### config.mk
export PLATFORM = sky130hd
export DESIGN_NAME = console_tx
export DESIGN_NICKNAME = d
export VERILOG_FILES = /design/src/source/floppy_pkg.sv /design/src/source/console_tx.sv
export SDC_FILE = /design/constraint.sdc
export NUM_CORES = 1
export LEC_CHECK = 0
export ABC_AREA = 1
export BUFFER_PORTS_ARGS = -buffer_cell sky130_fd_sc_hd__buf_2
export CAP_MARGIN = 20
export CORE_AREA = 2 2 39 41
export CTS_CLUSTER_SIZE = 25
export DETAILED_ROUTE_END_ITERATION = 7
export DIE_AREA = 0 0 41 43
export GPL_TIMING_DRIVEN = 0
export PLACE_DENSITY = 0.66
export SYNTH_ARGS = -nofsm -noshare
export SYNTH_HDL_FRONTEND = slang
export SYNTH_SLANG_ARGS = --single-unit
### constraint.sdc
create_clock -name clk -period 3.2 [get_ports clk]
set_clock_uncertainty 0.1 [all_clocks]
set_input_delay 0.64 -clock clk [delete_from_list [all_inputs] [get_ports clk]]
set_output_delay 0.64 -clock clk [all_outputs]
set_load 0.01 [all_outputs]
### src/source/floppy_pkg.sv
/*
  Shared address map, widths and encodings for the floppy peripheral fabric.
  Port offsets are byte offsets inside the I/O window and only the low byte
  of the CPU address is compared against them.
  TICK_DIV is kept short for simulation; hardware would divide down to 100 Hz.
*/
`default_nettype none

package floppy_pkg;

    ////////////////////////////////////////
    // widths
    ////////////////////////////////////////
    localparam int BUF_AW    = 10;
    localparam int BUF_BYTES = 1 << BUF_AW;

    typedef logic [15:0]       cpu_addr_t;
    typedef logic [15:0]       cpu_word_t;
    typedef logic [7:0]        byte_t;
    typedef logic [BUF_AW-1:0] buf_addr_t;

    ////////////////////////////////////////
    // address map
    ////////////////////////////////////////
    localparam cpu_addr_t IO_BASE  = 16'hFF00;
    localparam cpu_addr_t IO_LIMIT = 16'hFFEF;
    localparam cpu_addr_t BUF_BASE = 16'hD000;

    // offsets inside the i/o window
    localparam byte_t PORT_MMCA        = 8'd0;
    localparam byte_t PORT_JOY         = 8'd2;
    localparam byte_t PORT_TXD         = 8'd4;
    localparam byte_t PORT_CTL         = 8'd6;
    localparam byte_t PORT_TMR1        = 8'd8;
    localparam byte_t PORT_TMR2        = 8'd10;
    localparam byte_t PORT_CPU_REQUEST = 8'd12;
    localparam byte_t PORT_CPU_STATUS  = 8'd14;
    localparam byte_t PORT_OSD_COMMAND = 8'd22;

    // timer prescaler, clocks per tick
    localparam int TICK_DIV = 16;
    localparam int TICK_W   = $clog2(TICK_DIV);

    // console sender states
    typedef enum logic [1:0] {
        UART_IDLE,
        UART_WAIT_READY,
        UART_WAIT_BUSY,
        UART_WAIT_DONE
    } uart_state_t;

endpackage

`default_nettype wire

### src/source/console_tx.sv
/*
  Console byte sender. Hands one byte to an external transmitter with a
  send/busy exchange. A new load restarts the exchange with the new byte,
  even in the middle of a send. o_idle is high once the exchange is over.
*/
`timescale 1ns/1ps
`default_nettype none

module console_tx
(
    input  wire                    clk,
    input  wire                    reset_n,
    input  wire                    i_load,
    input  wire floppy_pkg::byte_t i_data,
    input  wire                    i_busy,
    output logic                   o_send,
    output floppy_pkg::byte_t      o_data,
    output logic                   o_idle
);
    import floppy_pkg::*;

    uart_state_t state;

    always_ff @(posedge clk)
    begin
        if (i_load)
            o_data <= i_data;
    end

    always_ff @(posedge clk)
    begin
        if (!reset_n)
        begin
            state  <= UART_IDLE;
            o_send <= 1'b0;
        end
        else if (i_load)
        begin
            state  <= UART_WAIT_READY;
            o_send <= 1'b0;
        end
        else
        begin
            case (state)
                // wait for the transmitter to be free
                UART_WAIT_READY:
                    if (!i_busy)
                    begin
                        o_send <= 1'b1;
                        state  <= UART_WAIT_BUSY;
                    end
                // held until it takes the byte
                UART_WAIT_BUSY:
                    if (i_busy)
                    begin
                        o_send <= 1'b0;
                        state  <= UART_WAIT_DONE;
                    end
                UART_WAIT_DONE:
                    if (!i_busy)
                        state <= UART_IDLE;
                default: ;
            endcase
        end
    end

    assign o_idle = (state == UART_IDLE);

    a_no_send_idle: assert property (@(posedge clk) disable iff (!reset_n)
        (state == UART_IDLE) |-> !o_send);

endmodule

`default_nettype wire

==> flow_summary.json <==
{
  "dieArea_sq_um": 1760,
  "ios": 22,
  "drc_errors": 0,
  "ys_seq_area_share_pct": 59.6,
  "grt_pass1_vias": 339,
  "tns_ps": 0,
  "vdd_ir_drop_max_mv": 0.142,
  "cellLeakagePower_uw": 0.000325,
  "antenna_left": 0,
  "design_area_sq_um": 656,
  "synth_area_per_cell_sq_um": 10.7,
  "yosysUniqueCellTypes": 12,
  "slowest_stage": "dfxtp_1",
  "fin_crit_ps": 1880,
  "max_freq_ghz": 0.532,
  "core_sq_um": 1380,
  "netlist_area_sq_um": 504,
  "reg2reg_slack_ps": 1740,
  "slew_headroom_pct": 85.9,
  "ctsResizeCount": 0,
  "place_inst": 84,
  "drive_gt1_share_pct": 38.9,
  "vias": 374,
  "hold_buffers": 0,
  "worstSetupStartpointType": "register",
  "path_class": "reg2out",
  "timing.rr.end": "state[0]$_SDFFE_PN0P_",
  "routabilityCongestion": 0.736,
  "drv_slew": 0,
  "cts_tree": "built",
  "syn_inst": 47,
  "crit_fanout": 5,
  "std_cell_rows": 14,
  "grt_start_max_net_pins": 11,
  "first_pass_iters": 3,
  "place_area_sq_um": 629,
  "wl_per_cell_microns": 9.55,
  "yosysWarnings": 0,
  "fin_crit_sh_pct": 58.8,
  "diodes": 0,
  "track_usage_pct": 11.7,
  "finalSetupViolCount": 0,
  "htreeDepth": 1,
  "clockRootBuffer": "clkbuf_4",
  "min_path_type": "reg2reg",
  "nets": 91,
  "grt_pass1_wl_mm": 1.33,
  "antenna_found_initial": 0,
  "die_y_microns": 43,
  "cp_cell_sequence": "inv_1 > ha_1 > buf_2",
  "port_buffers": 21,
  "place_hpwl_microns": 657,
  "start_util_pct": 36.4,
  "crit_arrival_ps": 1140,
  "syn_nets": 65,
  "cts.path.max_buffers": 2,
  "cts_num_sinks": 11,
  "hold_start": "o_send$_SDFFE_PP0P_",
  "tightest_slew_ps": 211,
  "cts_setup_buffers": 0,
  "die_w_microns": 41,
  "clock_latency_ps": 260,
  "status": "complete, no violations",
  "whs_endpoint": "o_send$_SDFFE_PP0P_",
  "layout_common_cells": "buf_2, nor2_1, edfxtp_1",
  "viasPerCell": 4.25,
  "instances_no_fill": 88,
  "grt-ovfl-total": 0,
  "finalHoldViolCount": 0,
  "max_cap_violations": 0,
  "cp.required_ps": 2460,
  "routed_wl_microns": 840,
  "min_path_cells": 2,
  "synth_seq_cells": 11,
  "crit_path_end_kind": "primary output",
  "cts_made_buffers": 3,
  "path_clk_slew_ps": 60,
  "drt_iter0_drc": 4,
  "p_per_area_nw_per_um2": 460,
  "fill_cells": 136,
  "max_stage_delay_ps": 430,
  "rsz0062_at_grt": "no",
  "layout-area-overhead-vs-synth_pct": 30.0,
  "reg2regPathDepth": 6,
  "reg2reg_from": "state[0]$_SDFFE_PN0P_",
  "final_common_cell": "buf_2"
}
[power by group]
group	internal, uW	switching (uW)	total [uW]
clock	48.2	42.6	90.8
combinational	18.6	23.9	42.5
sequential	164	4.23	168
[area by class of cell]
class | count | area, sq um | share of cell area, %
Sequential cell | 11 | 300 | 45.8
Multi-Input combinational cell | 28 | 174 | 26.5
Timing Repair Buffer | 21 | 105 | 16.0
Inverter | 8 | 30.0 | 4.58
Clock buffer | 4 | 26.3 | 4.01
Tap cell | 16 | 20.0 | 3.05
[flip-flops by register name, summed over array words and instances, names as in the netlist]
| register | count |
|---|---|
| o_data | 8 |
| state | 2 |
| o_send | 1 |
[how the worst max path moves through the flow]
| stage | end | depth (start not counted) | start |
|---|---|---|---|
| floorplan | o_idle | 2 | state[0]$_SDFFE_PN0P_ |
| global placement | o_idle | 3 | state[0]$_SDFFE_PN0P_ |
| detailed placement | o_idle | 3 | state[0]$_SDFFE_PN0P_ |
| CTS | o_idle | 3 | state[0]$_SDFFE_PN0P_ |
| global route | o_idle | 3 | state[0]$_SDFFE_PN0P_ |
| finish | o_idle | 3 | state[0]$_SDFFE_PN0P_ |
[cell usage after synthesis]
cell      number  area (sq um)
a21oi_1        1          5.00
a21oi_2        1          8.76
dfxtp_1        3          60.1
edfxtp_1       8           240
ha_1           6          75.1
inv_1          7          26.3
inv_2          1          3.75
nand2_1        5          18.8
nand2_2        2          12.5
nand3_1        2          10.0
nor2_1         9          33.8
o21ai_0        2          10.0
[metrics by stage]
step	hold WS, ps	utilization (%)	worst slack, ps	total power (uW)
global placement	395	45.5	1620	213
detailed placement	409	45.5	1610	214
global route	430	47.4	1250	323
finish	414	47.4	1320	301
CTS	421	47.4	1310	307
floorplan	404	-	1780	194
[cell families (layout without fill, tap and decap cells)]
family,Yosys count,in the layout,share of synthesized area [%]
adder cells (fa/ha/maj),6,6,14.9
flip-flops,11,11,59.6
buffers and inverters,8,33,5.96
AO/OA/AOI/OAI,4,4,4.71
AND/OR/NAND/NOR,18,18,14.9
[routing by layer]
metal | share of wire (%) | global-route usage (%) | routed length [microns]
met1 | 45 | 12.3 | 380
met2 | 42 | 17.2 | 352
met3 | 11 | 2.62 | 90
met4 | 1.9 | 12.0 | 16
met5 | 0 | 0 | 0
[worst max-delay path: cells and delay by family, from the launching register on]
| kind | cells | cell delay (ps) |
|---|---|---|
| adders and majority gates | 1 | 200 |
| buffers and inverters | 2 | 240 |
| DFF | 1 | 430 |
No activity file was read; power rests on OpenSTA's default activity.
