--- config.mk ---
export PLATFORM = sky130hd
export DESIGN_NAME = io_port_regs
export DESIGN_NICKNAME = d
export VERILOG_FILES = /design/src/source/floppy_pkg.sv /design/src/source/io_port_regs.sv
export SDC_FILE = /design/constraint.sdc
export NUM_CORES = 1
export LEC_CHECK = 0
export ABC_AREA = 0
export BUFFER_PORTS_ARGS = -buffer_cell sky130_fd_sc_hd__clkbuf_2
export CORE_ASPECT_RATIO = 0.8
export CORE_MARGIN = 2
export CORE_UTILIZATION = 37
export DETAILED_ROUTE_END_ITERATION = 6
export PLACE_DENSITY = 0.75
export SLEW_MARGIN = 20
export SYNTH_ARGS = -nofsm -noshare
export SYNTH_HDL_FRONTEND = slang
export SYNTH_SLANG_ARGS = --single-unit
export TNS_END_PERCENT = 20
--- constraint.sdc ---
create_clock -name clk -period 1.4 [get_ports clk]
set_clock_uncertainty 0.05 [all_clocks]
set_input_delay 0.28 -clock clk [delete_from_list [all_inputs] [get_ports clk]]
set_output_delay 0.28 -clock clk [all_outputs]
set_load 0.1 [all_outputs]
--- src/source/floppy_pkg.sv ---
/*
  Shared address map, widths and encodings for the floppy peripheral fabric.
  Port offsets are byte offsets inside the I/O window and only the low byte
  of the CPU address is compared against them.
  TICK_DIV is kept short for simulation; hardware would divide down to 100 Hz.
*/
`default_nettype none

package floppy_pkg;

    ////////////////////////////////////////
    // widths
    ////////////////////////////////////////
    localparam int BUF_AW    = 10;
    localparam int BUF_BYTES = 1 << BUF_AW;

    typedef logic [15:0]       cpu_addr_t;
    typedef logic [15:0]       cpu_word_t;
    typedef logic [7:0]        byte_t;
    typedef logic [BUF_AW-1:0] buf_addr_t;

    ////////////////////////////////////////
    // address map
    ////////////////////////////////////////
    localparam cpu_addr_t IO_BASE  = 16'hFF00;
    localparam cpu_addr_t IO_LIMIT = 16'hFFEF;
    localparam cpu_addr_t BUF_BASE = 16'hD000;

    // offsets inside the i/o window
    localparam byte_t PORT_MMCA        = 8'd0;
    localparam byte_t PORT_JOY         = 8'd2;
    localparam byte_t PORT_TXD         = 8'd4;
    localparam byte_t PORT_CTL         = 8'd6;
    localparam byte_t PORT_TMR1        = 8'd8;
    localparam byte_t PORT_TMR2        = 8'd10;
    localparam byte_t PORT_CPU_REQUEST = 8'd12;
    localparam byte_t PORT_CPU_STATUS  = 8'd14;
    localparam byte_t PORT_OSD_COMMAND = 8'd22;

    // timer prescaler, clocks per tick
    localparam int TICK_DIV = 16;
    localparam int TICK_W   = $clog2(TICK_DIV);

    // console sender states
    typedef enum logic [1:0] {
        UART_IDLE,
        UART_WAIT_READY,
        UART_WAIT_BUSY,
        UART_WAIT_DONE
    } uart_state_t;

endpackage

`default_nettype wire

--- src/source/io_port_regs.sv ---
/*
  I/O port window $FF00..$FFEF. Register writes use lane 0 only, the high
  byte of a port write is ignored. Read data comes one cycle after the read
  strobe and is zero in every other cycle, so it can be ORed on the bus.
*/
`timescale 1ns/1ps
`default_nettype none

module io_port_regs
(
    input  wire                   clk,
    input  wire                   reset_n,
    input  wire floppy_pkg::cpu_addr_t i_cpu_addr,
    input  wire                   i_cpu_rd,
    input  wire [1:0]             i_cpu_wr,
    input  wire floppy_pkg::cpu_word_t i_cpu_wdata,
    input  wire [5:0]             i_keys,
    input  wire floppy_pkg::byte_t i_ctl_request,
    input  wire                   i_uart_busy,
    input  wire                   i_uart_idle,
    input  wire floppy_pkg::byte_t i_tmr1_q,
    input  wire floppy_pkg::byte_t i_tmr2_q,
    output floppy_pkg::cpu_word_t o_rdata,
    output logic                  o_sd_cs_n,
    output floppy_pkg::byte_t     o_osd_command,
    output floppy_pkg::byte_t     o_ctl_status,
    output logic                  o_txd_load,
    output logic                  o_tmr1_load,
    output logic                  o_tmr2_load,
    output floppy_pkg::byte_t     o_wdata_byte
);
    import floppy_pkg::*;

    logic      io_sel;
    logic      io_wr;
    byte_t     port;
    cpu_word_t rd_mux;
    cpu_word_t rd_data_q;
    logic      rd_sel_q;

    ////////////////////////////////////////
    // window decode
    ////////////////////////////////////////
    assign io_sel       = (i_cpu_addr >= IO_BASE) && (i_cpu_addr <= IO_LIMIT);
    assign io_wr        = io_sel & i_cpu_wr[0];
    assign port         = i_cpu_addr[7:0];
    assign o_wdata_byte = i_cpu_wdata[7:0];

    // strobes for the blocks beside us
    assign o_txd_load  = io_wr & (port == PORT_TXD);
    assign o_tmr1_load = io_wr & (port == PORT_TMR1);
    assign o_tmr2_load = io_wr & (port == PORT_TMR2);

    always_ff @(posedge clk)
    begin
        if (!reset_n)
        begin
            o_sd_cs_n     <= 1'b1;
            o_osd_command <= '0;
            o_ctl_status  <= '0;
        end
        else if (io_wr)
        begin
            case (port)
                PORT_MMCA:        o_sd_cs_n     <= i_cpu_wdata[0];
                PORT_OSD_COMMAND: o_osd_command <= o_wdata_byte;
                PORT_CPU_STATUS:  o_ctl_status  <= o_wdata_byte;
                default:          ;
            endcase
        end
    end

    ////////////////////////////////////////
    // read side
    ////////////////////////////////////////
    always_comb
    begin
        rd_mux = '0;
        case (port)
            PORT_MMCA:        rd_mux[0]   = o_sd_cs_n;
            PORT_JOY:         rd_mux[5:0] = i_keys;
            // bit 1 set while a byte is still on its way out
            PORT_CTL:         rd_mux[1:0] = {~i_uart_idle, i_uart_busy};
            PORT_TMR1:        rd_mux[7:0] = i_tmr1_q;
            PORT_TMR2:        rd_mux[7:0] = i_tmr2_q;
            PORT_CPU_REQUEST: rd_mux[7:0] = i_ctl_request;
            PORT_CPU_STATUS:  rd_mux[7:0] = o_ctl_status;
            PORT_OSD_COMMAND: rd_mux[7:0] = o_osd_command;
            default:          ;
        endcase
    end

    always_ff @(posedge clk)
    begin
        rd_data_q <= rd_mux;
    end

    always_ff @(posedge clk)
    begin
        if (!reset_n)
            rd_sel_q <= 1'b0;
        else
            rd_sel_q <= io_sel & i_cpu_rd;
    end

    assign o_rdata = rd_sel_q ? rd_data_q : '0;

    // uart and timers never see a load in the same cycle
    a_single_load: assert property (@(posedge clk) disable iff (!reset_n)
        $onehot0({o_txd_load, o_tmr1_load, o_tmr2_load}));

endmodule

`default_nettype wire

==> reports/qor.txt <==
Unique masters post-synth: 39
Sequential area share after synthesis: 32.22%
Critical path required time: 1.07 ns
Slew Limit Headroom: 65.45%
Violated checks: negative setup slack
# setup viols final: 8
CTS hold repair buffers: 0
Slowest-stage cell, CP: and4_4
Placement Setup Slack: -0.3605 ns
Multi-input gate area: 1027 sq um
Std-Cell Core Area: 4178 sq um
Final #Nets: 376
Diodes inserted: 0
Seq. cell area: 526.8 sq um
IO Port Bufs: 95
Placed Area: 2790 sq um
Mapped cell area: 1615 sq um
Crit. End Element: primary output
Period utilization: 125.9%
Yosys warns: 0
Vias per std cell: 5.419
Syn Area/Cell: 8.199 sq um
Post-synth EDFFs: 0
Clock transition at the registers of the reported paths: 0.09 ns
WP buf/inv: 2
Number of antenna violations at the first check in global routing: 0
Crit start category: input port
Slew @ Worst Pin: 0.5177 ns
Die width: 77.87 microns
CTS tree: yes
Yosys reg bits: 26
Final WS setup: -0.3621 ns
Slew Limit Fails: 0
Worst vdd ir: 0.0005701 V
Ys flop type: dfxtp_1
Detailed-route via count: 1,967
H-tree levels: 1
Die H: 63.10 microns
Crit path cell chain: buf_4, nand4_1, and4_4, nand3_4, nor3b_4, buf_12
Overflow after GRT: 0
DR DRC count: 0
Number of cell rows: 21
FFs w/ async S/R, synth: 0%
Skew-Pair Late Insertion Delay: 0.27 ns
Worst hold path class: input port to flip-flop
Largest net degree at the start of global routing: 17
Final number of hold-violating endpoints: 0
P_leak: 1.288 nW
Initial drt markers: 219
P per Cell Area: 633.6 nW/um^2
Commonest cells after routing, fill and taps aside: clkbuf_2, buf_12, buf_4
Worst-case clock buffer depth: 2
Detailed Route WL: 6287 microns
First-pass GRT wire length: 9252 microns
WL per Instance: 17.32 microns
Layout area overhead: 85.98%
Crit path kind: input port to primary output
Remaining antenna violation count: 0
RSZ-0062 raised after global routing: true
Tmin final: 1.762 ns
Share of post-route cells with drive strength above 1: 52.94%
Num CTS Buffers: 3
Worst EP arrival: 1.43 ns
Largest stage delay, worst path: 0.28 ns
# IOs: 113
TritonCTS Sinks: 26
Commonest non-fill, non-tap cell in the layout: clkbuf_2
Initial Util: 38.66%
GP Congestion: 0.8584
Number of global-route vias before repair: 1,910
Clk root buf: clkbuf_8
CP delay by family, top: simple AND/OR/NAND/NOR gates
Max Cap Viol: 0
GRT Util Overall: 23.64%
HPWL after DPL: 4424 microns
Fmax: 567.5 MHz
DR pass1 iterations: 5
Post-route cell area: 3004 sq um
Highest fanout seen on the critical path: 3
Status: complete, but fails checks
Fillers: 305
DIE AREA: 4914 sq um
Post-Syn Instances: 197
cell families after synthesis:
group           count (synthesis)  share of synthesized area (%)
simple gates                   70                          24.79
compound gates                 56                          21.92
buf+inv                        31                          12.24
flops                          26                          32.22
mux                            13                          8.598
other cells                     1                         0.2322
path summary, 6_finish.rpt:
kind	start	endpoint	slack [ns]	cells past startpoint
setup / recovery	i_cpu_addr[7]	o_txd_load	-0.36	6
setup reg to reg	o_ctl_status[5]	rd_data_q[5]	0.11	4
hold / removal	i_cpu_rd	rd_sel_q	0.16	3
hold reg to reg	o_ctl_status[0]	o_ctl_status[0]	0.47	2
sequential cells by signal, indices dropped and copies added, names as in the netlist:
register,cells
o_sd_cs_n,1
rd_sel_q,1
o_osd_command,8
o_ctl_status,8
rd_data_q,8
what timing repair did:
item / in CTS / in global routing
pin swaps: 14 / 9
resized for setup: 13 / 30
setup buffers: 5 / 5
endpoints found under the setup margin: 19 / 22
through the flow:
stage / utilization (%) / std cells / hold WS [ns] / total power [W] / TNS (ns)
floorplan: - / 204 / 0.3187 / 0.001087 / -3.606
global placement: 66.79 / 353 / 0.4421 / 0.001257 / -5.776
detailed placement: 66.79 / 353 / 0.4517 / 0.001260 / -7.074
CTS: 70.17 / 361 / 0.1578 / 0.001887 / -1.241
global route: 71.91 / 363 / 0.1720 / 0.001948 / -2.027
finish: 71.91 / 363 / 0.1620 / 0.001903 / -1.134
worst min-delay path: cells and delay by family:
| kind | cells | cell delay [ns] |
|---|---|---|
| buf+inv | 1 | 0.08 |
| simple gates | 2 | 0.09 |
final cells by class:
| type | count | share of cell area, % |
|---|---|---|
| clock inverter | 1 | 0.9996 |
| tap | 57 | 2.374 |
| timing repair buffer | 126 | 43.15 |
| clock buffer | 3 | 1.374 |
| inverter | 3 | 0.3748 |
| multi-input combinational | 147 | 34.19 |
| sequential | 26 | 17.53 |
cells in the mapped netlist (6+ instances only):
library cell	instances	share of area, %
nand3_1	21	6.5
dfxtp_1	26	32
and2_1	9	3.5
a21oi_1	17	5.3
o21ai_0	17	5.3
nand2_1	8	1.9
mux2_2	7	4.9
buf_2	8	2.5
mux2i_1	6	3.7
buf_4	17	7.9
nor2_1	9	2.1
routing by layer:
metal | vias to the layer above | GRT usage (%) | wire [microns]
met5 | - | 0 | 0
met4 | 0 | 6.027 | 106
met3 | 12 | 6.447 | 637
met2 | 119 | 38.58 | 3080
met1 | 910 | 30.86 | 2463
li1 | 926 | - | -
where the power goes:
group          switching, W  internal (W)
Clock              0.000249      0.000383
Sequential      0.000000409      0.000741
Combinational      0.000335      0.000196
No activity file was read; power rests on OpenSTA's default activity.
