`src/source/floppy_pkg.sv`:
```
/*
  Shared address map, widths and encodings for the floppy peripheral fabric.
  Port offsets are byte offsets inside the I/O window and only the low byte
  of the CPU address is compared against them.
  TICK_DIV is kept short for simulation; hardware would divide down to 100 Hz.
*/
`default_nettype none

package floppy_pkg;

    ////////////////////////////////////////
    // widths
    ////////////////////////////////////////
    localparam int BUF_AW    = 10;
    localparam int BUF_BYTES = 1 << BUF_AW;

    typedef logic [15:0]       cpu_addr_t;
    typedef logic [15:0]       cpu_word_t;
    typedef logic [7:0]        byte_t;
    typedef logic [BUF_AW-1:0] buf_addr_t;

    ////////////////////////////////////////
    // address map
    ////////////////////////////////////////
    localparam cpu_addr_t IO_BASE  = 16'hFF00;
    localparam cpu_addr_t IO_LIMIT = 16'hFFEF;
    localparam cpu_addr_t BUF_BASE = 16'hD000;

    // offsets inside the i/o window
    localparam byte_t PORT_MMCA        = 8'd0;
    localparam byte_t PORT_JOY         = 8'd2;
    localparam byte_t PORT_TXD         = 8'd4;
    localparam byte_t PORT_CTL         = 8'd6;
    localparam byte_t PORT_TMR1        = 8'd8;
    localparam byte_t PORT_TMR2        = 8'd10;
    localparam byte_t PORT_CPU_REQUEST = 8'd12;
    localparam byte_t PORT_CPU_STATUS  = 8'd14;
    localparam byte_t PORT_OSD_COMMAND = 8'd22;

    // timer prescaler, clocks per tick
    localparam int TICK_DIV = 16;
    localparam int TICK_W   = $clog2(TICK_DIV);

    // console sender states
    typedef enum logic [1:0] {
        UART_IDLE,
        UART_WAIT_READY,
        UART_WAIT_BUSY,
        UART_WAIT_DONE
    } uart_state_t;

endpackage

`default_nettype wire

```
`src/source/tick_timer.sv`:
```
/*
  Loadable 8-bit down counter. Counts once every TICK_DIV clocks and holds
  at zero. A load restarts the prescaler, so the first tick comes a full
  period after the load.
*/
`timescale 1ns/1ps
`default_nettype none

module tick_timer
(
    input  wire                    clk,
    input  wire                    reset_n,
    input  wire                    i_load,
    input  wire floppy_pkg::byte_t i_data,
    output floppy_pkg::byte_t      o_q
);
    import floppy_pkg::*;

    logic [TICK_W-1:0] pre;

    always_ff @(posedge clk)
    begin
        if (!reset_n)
        begin
            pre <= '0;
            o_q <= '0;
        end
        else if (i_load)
        begin
            pre <= '0;
            o_q <= i_data;
        end
        else if (pre == TICK_W'(TICK_DIV - 1))
        begin
            pre <= '0;
            if (o_q != '0)
                o_q <= o_q - 8'd1;
        end
        else
            pre <= pre + 1'b1;
    end

    // only a load can move the count off zero
    a_hold_zero: assert property (@(posedge clk) disable iff (!reset_n)
        (o_q == '0 && !i_load) |=> (o_q == '0));

endmodule

`default_nettype wire

```
`config.mk`:
```
export PLATFORM = sky130hd
export DESIGN_NAME = tick_timer
export DESIGN_NICKNAME = d
export VERILOG_FILES = /design/src/source/floppy_pkg.sv /design/src/source/tick_timer.sv
export SDC_FILE = /design/constraint.sdc
export NUM_CORES = 1
export LEC_CHECK = 0
export BUFFER_PORTS_ARGS = -buffer_cell sky130_fd_sc_hd__buf_2
export CORE_MARGIN = 5
export CORE_UTILIZATION = 52
export DETAILED_ROUTE_END_ITERATION = 7
export PLACE_DENSITY = 0.8
export SKIP_CTS_REPAIR_TIMING = 1
export SLEW_MARGIN = 20
export SYNTH_ARGS = -nofsm -noshare
export SYNTH_HDL_FRONTEND = slang
export SYNTH_SLANG_ARGS = --single-unit
```
`constraint.sdc`:
```
create_clock -name clk -period 4.9 [get_ports clk]
set_clock_uncertainty 0.05 [all_clocks]
set_input_delay 0.49 -clock clk [delete_from_list [all_inputs] [get_ports clk]]
set_output_delay 0.49 -clock clk [all_outputs]
set_load 0.01 [all_outputs]
```
==> metrics.md, run 1 <==
| Metric | Value |
|---|---|
| Outcome | `finished clean` |
| Total power | `~0.23 mW` |
| VDD IR max | `roughly 200 uV` |
| Via count | `626` |
| XOR/XNOR Fraction of Synth Area | `7.76%` |
| Worst hold path type | `flip-flop to flip-flop` |
| Hold Startpoint | `pre[0]` |
| Clk buf depth | `2` |
| Boundary Pins | `19` |
| Placed cell count | `106` |
| Fraction of layout cells with a size suffix above 1 | `28.4%` |
| Flop pwr share | `48.7%` |
| Root buffer cell | `clkbuf_4` |
| P_sw | `0.0614 mW` |
| Chip Height | `~46 um` |
| Most frequent cells in the layout | `18 x buf_2, 12 x dfxtp_1, 7 x nor2_1, 6 x nand3_1` |
| Setup slack, reg-to-reg | `~3.2 ns` |
| Largest family of logic cells by synthesized area | `simple AND/OR/NAND/NOR gates` |
| Area Overhead vs Synth | `19.0%` |
| Vias in the first global route | `571` |
| R2r worst-path depth | `6` |
| Seq/Total Area, Yosys | `a little over a third` |
| Slowest stage delay, CP | `between 0.3 and 0.4 ns` |
| Power Density | `between 200 and 300 mW/mm2` |
| Routed WL | `1410 um` |
| Largest net degree at the start of global routing | `13` |
| Most area-consuming cells after synthesis | `dfxtp_1 35%, ha_1 5.5%, xor2_1 5.2%` |
| Clk pwr share | `between 30% and 40%` |
| Antenna Cells | `0` |
| Gr usage total | `15.8%` |
| Critical path's slowest cell | `dfxtp_1` |
| RSZ-0062 raised after global routing | `no` |
| Hold Path Sink | `pre[0]` |
| Die W | `46.1 um` |
| Post-Synthesis Cells | `75` |
| Fin. Hold Viols | `0` |
| Part of the cycle the worst path needs | `roughly 35%` |
| DP Area | `between 700 and 800 um2` |
| First-pass DRT Iterations | `4` |
| Max-slew violations | `0` |
| Power Internal | `between 0.15 and 0.2 mW` |
| Placement Rows | `13` |
| First DRT Iteration DRCs | `8` |
| # nets final | `110` |
| Clock-pin slew of the registers on the worst-case setup and hold paths | `0.08 ns` |
| DP Worst Slack | `between 3 and 4 ns` |
| Register bit count reported by yosys | `12` |
| Final worst setup slack | `3.16 ns` |
| Synth Area in Simple Gates | `26.1%` |
| H-tree levels | `1` |
| Setup crit start kind | `flip-flop` |
| Vias/cell | `about 5.7` |
| Worst EP required | `around 5 ns` |
| Placer Congestion | `a little under 0.8` |
| Comb pwr share | `between 15 and 20%` |
| CP arrival | `roughly 1.9 ns` |
| Measured slew at the worst slew-check pin | `between 0.3 and 0.4 ns` |
| Hold Crit Depth | `1` |
| LEAKAGE | `~0.36 nW` |
| Synthesized area | `slightly below 700 um2` |
| Syn_nets | `between 80 and 90` |
| Fin crit period | `around 1.7 ns` |
| CP cell instances | `inv_1 -> ha_1 -> nor3b_1 -> a21oi_2 -> and4_1 -> o311a_1` |
| Synth area leader | `dfxtp_1` |
| Synth unique cells | `30` |
| Port buffer count | `18` |
| CTS tree | `yes` |
| Final Setup Violations | `0` |
| Switching share of power | `27.0%` |
| Non-filler cells, final | `110` |
| Crit-path max FO | `5` |
| Cts bufs inserted | `3` |
| Max-cap check violation count | `0` |
| CP Class | `flip-flop to flip-flop` |
| Mean Syn Cell Area | `between 9 and 10 um2` |
| First-pass GRT wire length | `between 2000 and 2500 um` |
| Crit. End Element | `flip-flop` |
| Synth Area in Adders | `5.55%` |
| Final global-route overflow total | `0` |
| Worst reg2reg endpoint | `o_q[4]` |
| Compound-Gate Fraction of Synth Area | `between 10% and 20%` |
| Warnings from Yosys | `0` |
| Most common cell after layout, fill and taps aside | `buf_2` |
| Clock sinks | `12` |
| Clock latency reported for the late side of the worst-skew pair | `about 0.27 ns` |
| Synth top area share | `35.5%` |
| Initial core utilization | `53.4%` |
| Critical register-to-register path startpoint | `o_q[0]` |
| Non-Filler Cell Area, Final | `806 um2` |
| Final ANT Viol Nets | `0` |
| DRC viols | `0` |
| Initial antenna violation count | `0` |
| HPWL after detailed placement | `1050 um` |
| Relative slew margins | `approximately four fifths` |
| Final setup TNS | `0 ns` |
| Avg WL per Cell | `12.8 um` |
| Die area | `0.00212 mm2` |
| Mux cell area share after synthesis | `0%` |
| Core area | `around 0.0013 mm2` |
| Fmax | `between 0.5 and 0.6 GHz` |
[through the flow]
| stage | util [%] | hold WS [ns] |
|---|---|---|
| floorplan | - | 0.368 |
| finish | 63.5 | 0.411 |
| CTS | 63.5 | 0.410 |
| global placement | 60.7 | 0.383 |
| global route | 63.5 | 0.428 |
| detailed placement | 60.7 | 0.404 |
[power groups by stage]
stage | clock (mW) | sequential (mW) | combinational, mW
floorplan | 0 | 0.114 | 0.0243
global placement | 0 | 0.113 | 0.0375
detailed placement | 0 | 0.113 | 0.0383
CTS | 0.0807 | 0.111 | 0.0388
global route | 0.0887 | 0.112 | 0.0432
finish | 0.0787 | 0.111 | 0.0381
[final cells by class]
| type | count | area [um2] |
|---|---|---|
| sequential | 12 | 240 |
| timing repair buffer | 18 | 90.1 |
| fill | 114 | 463 |
| clock buffer | 4 | 36.3 |
| multi-input combinational | 56 | 402 |
| inverter | 5 | 18.8 |
| tap | 15 | 18.8 |
[Yosys cell counts]
master / number
nor2_1: 7
xnor2_1: 2
nor3_1: 1
inv_1: 5
nand4_1: 2
and2b_1: 1
nand3_1: 6
o311a_1: 1
or4_4: 1
nor3b_1: 1
o31a_1: 1
buf_6: 1
nand2b_1: 3
o211ai_1: 1
or4_1: 2
o31ai_1: 1
buf_2: 1
a31oi_1: 2
nor4_4: 1
a21oi_2: 1
o211a_1: 1
a211oi_2: 1
ha_1: 3
xor2_1: 4
and4_1: 1
o211ai_2: 1
o21ai_0: 5
and3_1: 2
a21oi_1: 4
dfxtp_1: 12
[per-layer routing]
layer | track usage [%] | vias up | wire length, um
met2 | 25.5 | 19 | 653
li1 | - | 314 | -
met3 | 3.52 | 2 | 100
met5 | 0 | - | 0
met4 | 5.11 | 0 | 10
met1 | 20.5 | 291 | 644
[worst max-delay path, delay by kind of cell (launching register included)]
kind	cells	cell delay (ns)
AO/OA/AOI/OAI	2	0.46
buffers and inverters	1	0.12
AND/OR/NAND/NOR	2	0.49
adder cells (fa/ha/maj)	1	0.19
flip-flops	1	0.33
[worst max-delay path by stage]
stage	startpoint	depth (start not counted)	end	slack [ns]
after floorplan	o_q[0]	6	o_q[4]	3.27
after global placement	o_q[0]	6	o_q[4]	3.28
after detailed placement	o_q[0]	6	o_q[4]	3.19
after CTS	o_q[0]	6	o_q[4]	3.17
after global routing	o_q[0]	6	o_q[4]	3.09
final	o_q[0]	6	o_q[4]	3.16
[registers in the layout (all words and copies together) (netlist names)]
signal,count
pre,4
o_q,8
[cells by family after synthesis]
family,after synthesis
adder cells (fa/ha/maj),3
AO/OA/AOI/OAI,19
XOR/XNOR,6
buffers and inverters,7
flip-flops,12
AND/OR/NAND/NOR,28
Note: power is estimated with default switching activity, not from simulation.
==> inputs of run 2 (changes only) <==
Settings changed: CORE_UTILIZATION 52 to 44, PLACE_DENSITY 0.8 to 0.72.
Clock period 4.9 ns to 1.5 ns, I/O delays scaled along.
==> metrics.md, run 2 (synthesized netlist as in run 1, its figures left out) <==
| Metric | Value |
|---|---|
| Fin crit period | `1.56 ns (was 1.74 ns)` |
| Root buffer cell | `clkbuf_4 (unchanged)` |
| Core area | `0.00149 mm2 (was 0.00127 mm2)` |
| # nets final | `123 (was 110)` |
| Max-cap check violation count | `0 (unchanged)` |
| Clk buf depth | `2 (unchanged)` |
| Crit. End Element | `flip-flop (unchanged)` |
| Critical path's slowest cell | `or4_1 (was dfxtp_1)` |
| Final Setup Violations | `5 (was 0)` |
| Routed WL | `1830 um (was 1410 um)` |
| Outcome | `complete, but fails checks (was finished clean)` |
| RSZ-0062 raised after global routing | `yes (was no)` |
| Max reg flops | `8 (unchanged)` |
| Fmax | `0.643 GHz (was 0.576 GHz)` |
| Setup crit start kind | `flip-flop (unchanged)` |
| Gr usage total | `14.0% (was 15.8%)` |
| Clock sinks | `12 (unchanged)` |
| # fillers | `138 (was 114)` |
| HPWL after detailed placement | `1330 um (was 1050 um)` |
| Part of the cycle the worst path needs | `104% (was 35.4%)` |
| Clock-pin slew of the registers on the worst-case setup and hold paths | `0.08 ns (about the same)` |
| Register Area | `251 um2 (was 240 um2)` |
| Total power | `0.744 mW (was 0.227 mW)` |
| Avg WL per Cell | `14.9 um (was 12.8 um)` |
| Max-slew violations | `0 (unchanged)` |
| Failing checks | `negative setup slack` |
| CP arrival | `1.71 ns (was 1.85 ns)` |
| CTS tree | `yes (unchanged)` |
| DRC viols | `0 (unchanged)` |
| Area Overhead vs Synth | `41.4% (was 19.0%)` |
| Worst hold path type | `input port to flip-flop (was flip-flop to flip-flop)` |
| Antenna Cells | `0 (unchanged)` |
| Die area | `0.00242 mm2 (was 0.00212 mm2)` |
| Fin. Hold Viols | `0 (unchanged)` |
| First-pass GRT wire length | `2700 um (was 2460 um)` |
| Die W | `49.2 um (was 46.1 um)` |
| Boundary Pins | `19 (unchanged)` |
| Fin util | `64.3% (was 63.5%)` |
| Chip Height | `49.2 um (was 46.1 um)` |
| Largest net degree at the start of global routing | `13 (unchanged)` |
| CP Class | `flip-flop to flip-flop (unchanged)` |
| LEAKAGE | `0.433 nW (was 0.361 nW)` |
| Final ANT Viol Nets | `0 (unchanged)` |
| Port buffer count | `18 (unchanged)` |
| Relative slew margins | `76.4% (was 78.7%)` |
| Worst EP required | `1.65 ns (was 5.01 ns)` |
| Slowest stage delay, CP | `0.43 ns (was 0.33 ns)` |
| Final global-route overflow total | `0 (unchanged)` |
| Vias in the first global route | `647 (was 571)` |
| Placement Rows | `14 (was 13)` |
| Measured slew at the worst slew-check pin | `0.352 ns (was 0.319 ns)` |
| Cts bufs inserted | `3 (unchanged)` |
| CP bufs+invs | `0 (was 1)` |
| Delay-heaviest family, CP | `simple AND/OR/NAND/NOR gates (unchanged)` |
| Via count | `690 (was 626)` |
| Most common cell after layout, fill and taps aside | `buf_2 (unchanged)` |
| Fraction of layout cells with a size suffix above 1 | `50.5% (was 28.4%)` |
| Clock latency reported for the late side of the worst-skew pair | `0.27 ns (about the same)` |
| Placer Congestion | `0.887 (was 0.783)` |
| Most frequent cells in the layout | `18 x buf_2, 13 x buf_4, 7 x nor2_1, 6 x nand3_1, 6 x dfxtp_2 (was 18 x buf_2, 12 x dfxtp_1, 7 x nor2_1, 6 x nand3_1)` |
| Vias/cell | `5.61 (was 5.69)` |
| Area occupied by multi-input gates | `454 um2 (was 402 um2)` |
| First DRT Iteration DRCs | `3 (was 8)` |
| Register with the most flip-flops | `o_q (unchanged)` |
| Top Registers | `o_q x8, pre x4 (unchanged)` |
| H-tree levels | `1 (unchanged)` |
| CP cell instances | `nor3_2 -> o211ai_4 -> or4_1 -> a31oi_1 (was inv_1 -> ha_1 -> nor3b_1 -> a21oi_2 -> and4_1 -> o311a_1)` |
| Crit-path max FO | `3 (was 5)` |
| Initial core utilization | `45.5% (was 53.4%)` |
| VDD IR max | `594 uV (was 196 uV)` |
| Power Density | `777 mW/mm2 (was 282 mW/mm2)` |
| Final worst setup slack | `-0.0550 ns (was 3.16 ns)` |
| DP Area | `877 um2 (was 769 um2)` |
| Initial antenna violation count | `0 (unchanged)` |
| First-pass DRT Iterations | `4 (unchanged)` |
| Non-Filler Cell Area, Final | `957 um2 (was 806 um2)` |
-- run 2: cell types whose count changed in the layout (fill, tap and decap cells not counted), sizes merged --
cell,change
buf,+13
clkbuf,-1
-- run 2: final timing paths --
kind	from	end	slack, ns	cells past startpoint
hold / removal	i_data[2]	o_q[2]	0.08	3
setup / recovery	o_q[0]	o_q[5]	-0.06	4
setup reg to reg	o_q[0]	o_q[5]	-0.06	4
hold reg to reg	pre[0]	pre[0]	0.45	2
-- run 2: power by group --
part           internal (mW)  switching (mW)
logic                 0.0925          0.0883
registers              0.338          0.0247
clock network         0.0928           0.108
total                  0.523           0.221
-- run 2: area by class of cell --
cell class	instances	area share [%]
Clock buffer	3	2.35
Inverter	5	2.22
Multi-Input combinational cell	56	47.5
Sequential cell	12	26.3
Tap cell	16	2.09
Timing Repair Buffer	31	19.6
-- run 2: per-layer routing --
metal | up-vias | global-route usage, % | part of all wire [%]
met1 | 334 | 14.7 | 42
met4 | 0 | 5.38 | 1.1
met2 | 11 | 25.1 | 52
met3 | 4 | 4.59 | 4.2
met5 | - | 0 | 0
li1 | 341 | - | -
-- run 2: worst min-delay path: cells and delay by family --
family / cells / cell delay [ns]
compound gates: 1 / 0.06
buf+inv: 1 / 0.07
simple gates: 1 / 0.08
-- run 2: metrics by stage --
stage | setup TNS, ns | hold WS [ns] | setup slack, ns | instances
after detailed placement | -0.0942 | 0.354 | -0.0483 | 119
after floorplan | -0.00111 | 0.250 | -0.00111 | 75
final | -0.187 | 0.0846 | -0.0550 | 123
after global placement | -0.0252 | 0.341 | -0.0236 | 119
after CTS | -0.148 | 0.0801 | -0.0632 | 122
after global routing | -0.444 | 0.100 | -0.111 | 123
==> inputs of run 3 (changes only) <==
Settings changed: SETUP_SLACK_MARGIN set to 0.5.
==> metrics.md, run 3 (synthesized netlist as in run 1, its figures left out) <==
| Metric | Value |
|---|---|
| Outcome | `complete, but fails checks (unchanged)` |
| Failing checks | `negative setup slack (unchanged)` |
| Vias/cell | `5.78 (was 5.61)` |
| Largest net degree at the start of global routing | `13 (unchanged)` |
| Placer Congestion | `0.841 (was 0.887)` |
| HPWL after detailed placement | `1210 um (was 1330 um)` |
| Clock sinks | `12 (unchanged)` |
| Critical register-to-register path startpoint | `o_q[0] (unchanged)` |
| H-tree levels | `1 (unchanged)` |
| Initial antenna violation count | `0 (unchanged)` |
| Final Setup Violations | `2 (was 5)` |
| M1 WL | `705 um (was 777 um)` |
| Root buffer cell | `clkbuf_4 (unchanged)` |
| Clock-pin slew of the registers on the worst-case setup and hold paths | `0.08 ns (about the same)` |
| RSZ-0062 raised after global routing | `yes (unchanged)` |
| Worst reg2reg endpoint | `o_q[4] (was o_q[5])` |
| Worst EP required | `1.62 ns (was 1.65 ns)` |
| Chip Height | `49.2 um (unchanged)` |
| Crit-path max FO | `4 (was 3)` |
| Setup crit start kind | `flip-flop (unchanged)` |
| First-pass GRT wire length | `2690 um (was 2700 um)` |
| Hold Path Sink | `o_q[1] (was o_q[2])` |
| Fraction of layout cells with a size suffix above 1 | `54.3% (was 50.5%)` |
| Fin. Hold Viols | `0 (unchanged)` |
| Most frequent cells in the layout | `15 x buf_2, 8 x buf_4, 7 x nor2_1, 6 x dfxtp_2 (was 18 x buf_2, 13 x buf_4, 7 x nor2_1, 6 x nand3_1, 6 x dfxtp_2)` |
| Crit. End Element | `flip-flop (unchanged)` |
| DP Worst Slack | `-0.00408 ns (was -0.0483 ns)` |
| Core area | `0.00149 mm2 (unchanged)` |
| CP arrival | `1.64 ns (was 1.71 ns)` |
| Clk buf depth | `2 (unchanged)` |
| Final global-route overflow total | `0 (unchanged)` |
| Area Overhead vs Synth | `47.7% (was 41.4%)` |
| DRC viols | `0 (unchanged)` |
| Hold Crit Depth | `3 (unchanged)` |
| Clock latency reported for the late side of the worst-skew pair | `0.28 ns (was 0.27 ns)` |
| Antenna Cells | `0 (unchanged)` |
| # nets final | `120 (was 123)` |
| Top Metal Used | `met4 (unchanged)` |
| CP Class | `flip-flop to flip-flop (unchanged)` |
| Max-cap check violation count | `0 (unchanged)` |
| Port buffer count | `18 (unchanged)` |
| Most common cell after layout, fill and taps aside | `buf_2 (unchanged)` |
| First DRT Iteration DRCs | `10 (was 3)` |
| Die W | `49.2 um (unchanged)` |
| Met2 wire len | `888 um (was 956 um)` |
| Fmax | `0.654 GHz (was 0.643 GHz)` |
| Measured slew at the worst slew-check pin | `0.323 ns (was 0.352 ns)` |
| Gr usage total | `14.5% (was 14.0%)` |
| Met3 WL | `85 um (was 76 um)` |
| Vias in the first global route | `615 (was 647)` |
| Setup slack, reg-to-reg | `-0.03 ns (was -0.06 ns)` |
| Cts bufs inserted | `3 (unchanged)` |
| Register with the most flip-flops | `o_q (unchanged)` |
| Relative slew margins | `78.3% (was 76.4%)` |
| LEAKAGE | `0.424 nW (was 0.433 nW)` |
| Initial core utilization | `45.5% (unchanged)` |
| Final worst setup slack | `-0.0282 ns (was -0.0550 ns)` |
| Top Registers | `o_q x8, pre x4 (unchanged)` |
| First-pass DRT Iterations | `5 (was 4)` |
| Via count | `699 (was 690)` |
| Avg WL per Cell | `14.3 um (was 14.9 um)` |
| # fillers | `128 (was 138)` |
| Final ANT Viol Nets | `0 (unchanged)` |
| VDD IR max | `564 uV (was 594 uV)` |
| Placement Rows | `14 (unchanged)` |
| Part of the cycle the worst path needs | `102% (was 104%)` |
| Max-slew violations | `0 (unchanged)` |
| Final setup TNS | `-0.0300 ns (was -0.187 ns)` |
| Fin crit period | `1.53 ns (was 1.56 ns)` |
| Die area | `0.00242 mm2 (unchanged)` |
| Power Density | `802 mW/mm2 (was 777 mW/mm2)` |
| Worst hold path type | `input port to flip-flop (unchanged)` |
| Max reg flops | `8 (unchanged)` |
| Hold Startpoint | `i_data[1] (was i_data[2])` |
| R2r worst-path depth | `6 (was 4)` |
| Routed WL | `1740 um (was 1830 um)` |
| Boundary Pins | `19 (unchanged)` |
| CTS tree | `yes (unchanged)` |
## run 3: cell count changes in the layout (fill, tap and decap cells not counted), sizes merged
cell	before	now
buf	31	28
clkbuf	3	4
## run 3: where the power goes
part	total, mW	leakage [nW]	internal (mW)	switching (mW)
sequential	0.365	0.103	0.336	0.0285
clock	0.262	0.0210	0.148	0.114
combinational	0.175	0.299	0.0926	0.0821
## run 3: routing by layer
layer	global-route usage [%]	up-vias
met4	10.8	0
met3	5.20	7
li1	-	335
met1	15.6	334
met2	23.0	23
met5	0	-
## run 3: worst max path at each step
stage,start,endpoint,depth (start not counted)
6_report,o_q[0],o_q[4],6
5_1_grt,o_q[4],o_q[3],4
4_1_cts,pre[1],o_q[5],5
3_5_place_dp,o_q[4],o_q[3],4
3_3_place_gp,o_q[4],o_q[3],4
2_1_floorplan,o_q[4],o_q[3],4
## run 3: critical path: stages, from the launching register on
cell and delay, ns:
dfxtp_4 0.37, inv_4 0.08, ha_4 0.14, nor3b_4 0.22, a21oi_4 0.10, and4_1 0.16, o311a_1 0.31
## run 3: final cells by class
cell class	instances	area, um2	area share [%]
well taps	16	20.0	2.00
inverters	5	21.3	2.13
repair buffers	28	191	19.1
clock buffers	4	36.3	3.63
multi-input cells	56	468	46.8
flip-flops and latches	12	263	26.3
## run 3: metrics by stage
step	cell area (um2)	power [mW]	hold WS, ns	cells	utilization [%]
2_1_floorplan	714	0.458	0.256	75	-
3_3_place_gp	861	0.517	0.351	114	57.8
3_5_place_dp	861	0.521	0.362	114	57.8
4_1_cts	897	0.786	0.0728	118	60.3
5_1_grt	1000	0.859	0.0662	121	67.1
6_report	1000	0.802	0.0684	121	67.1
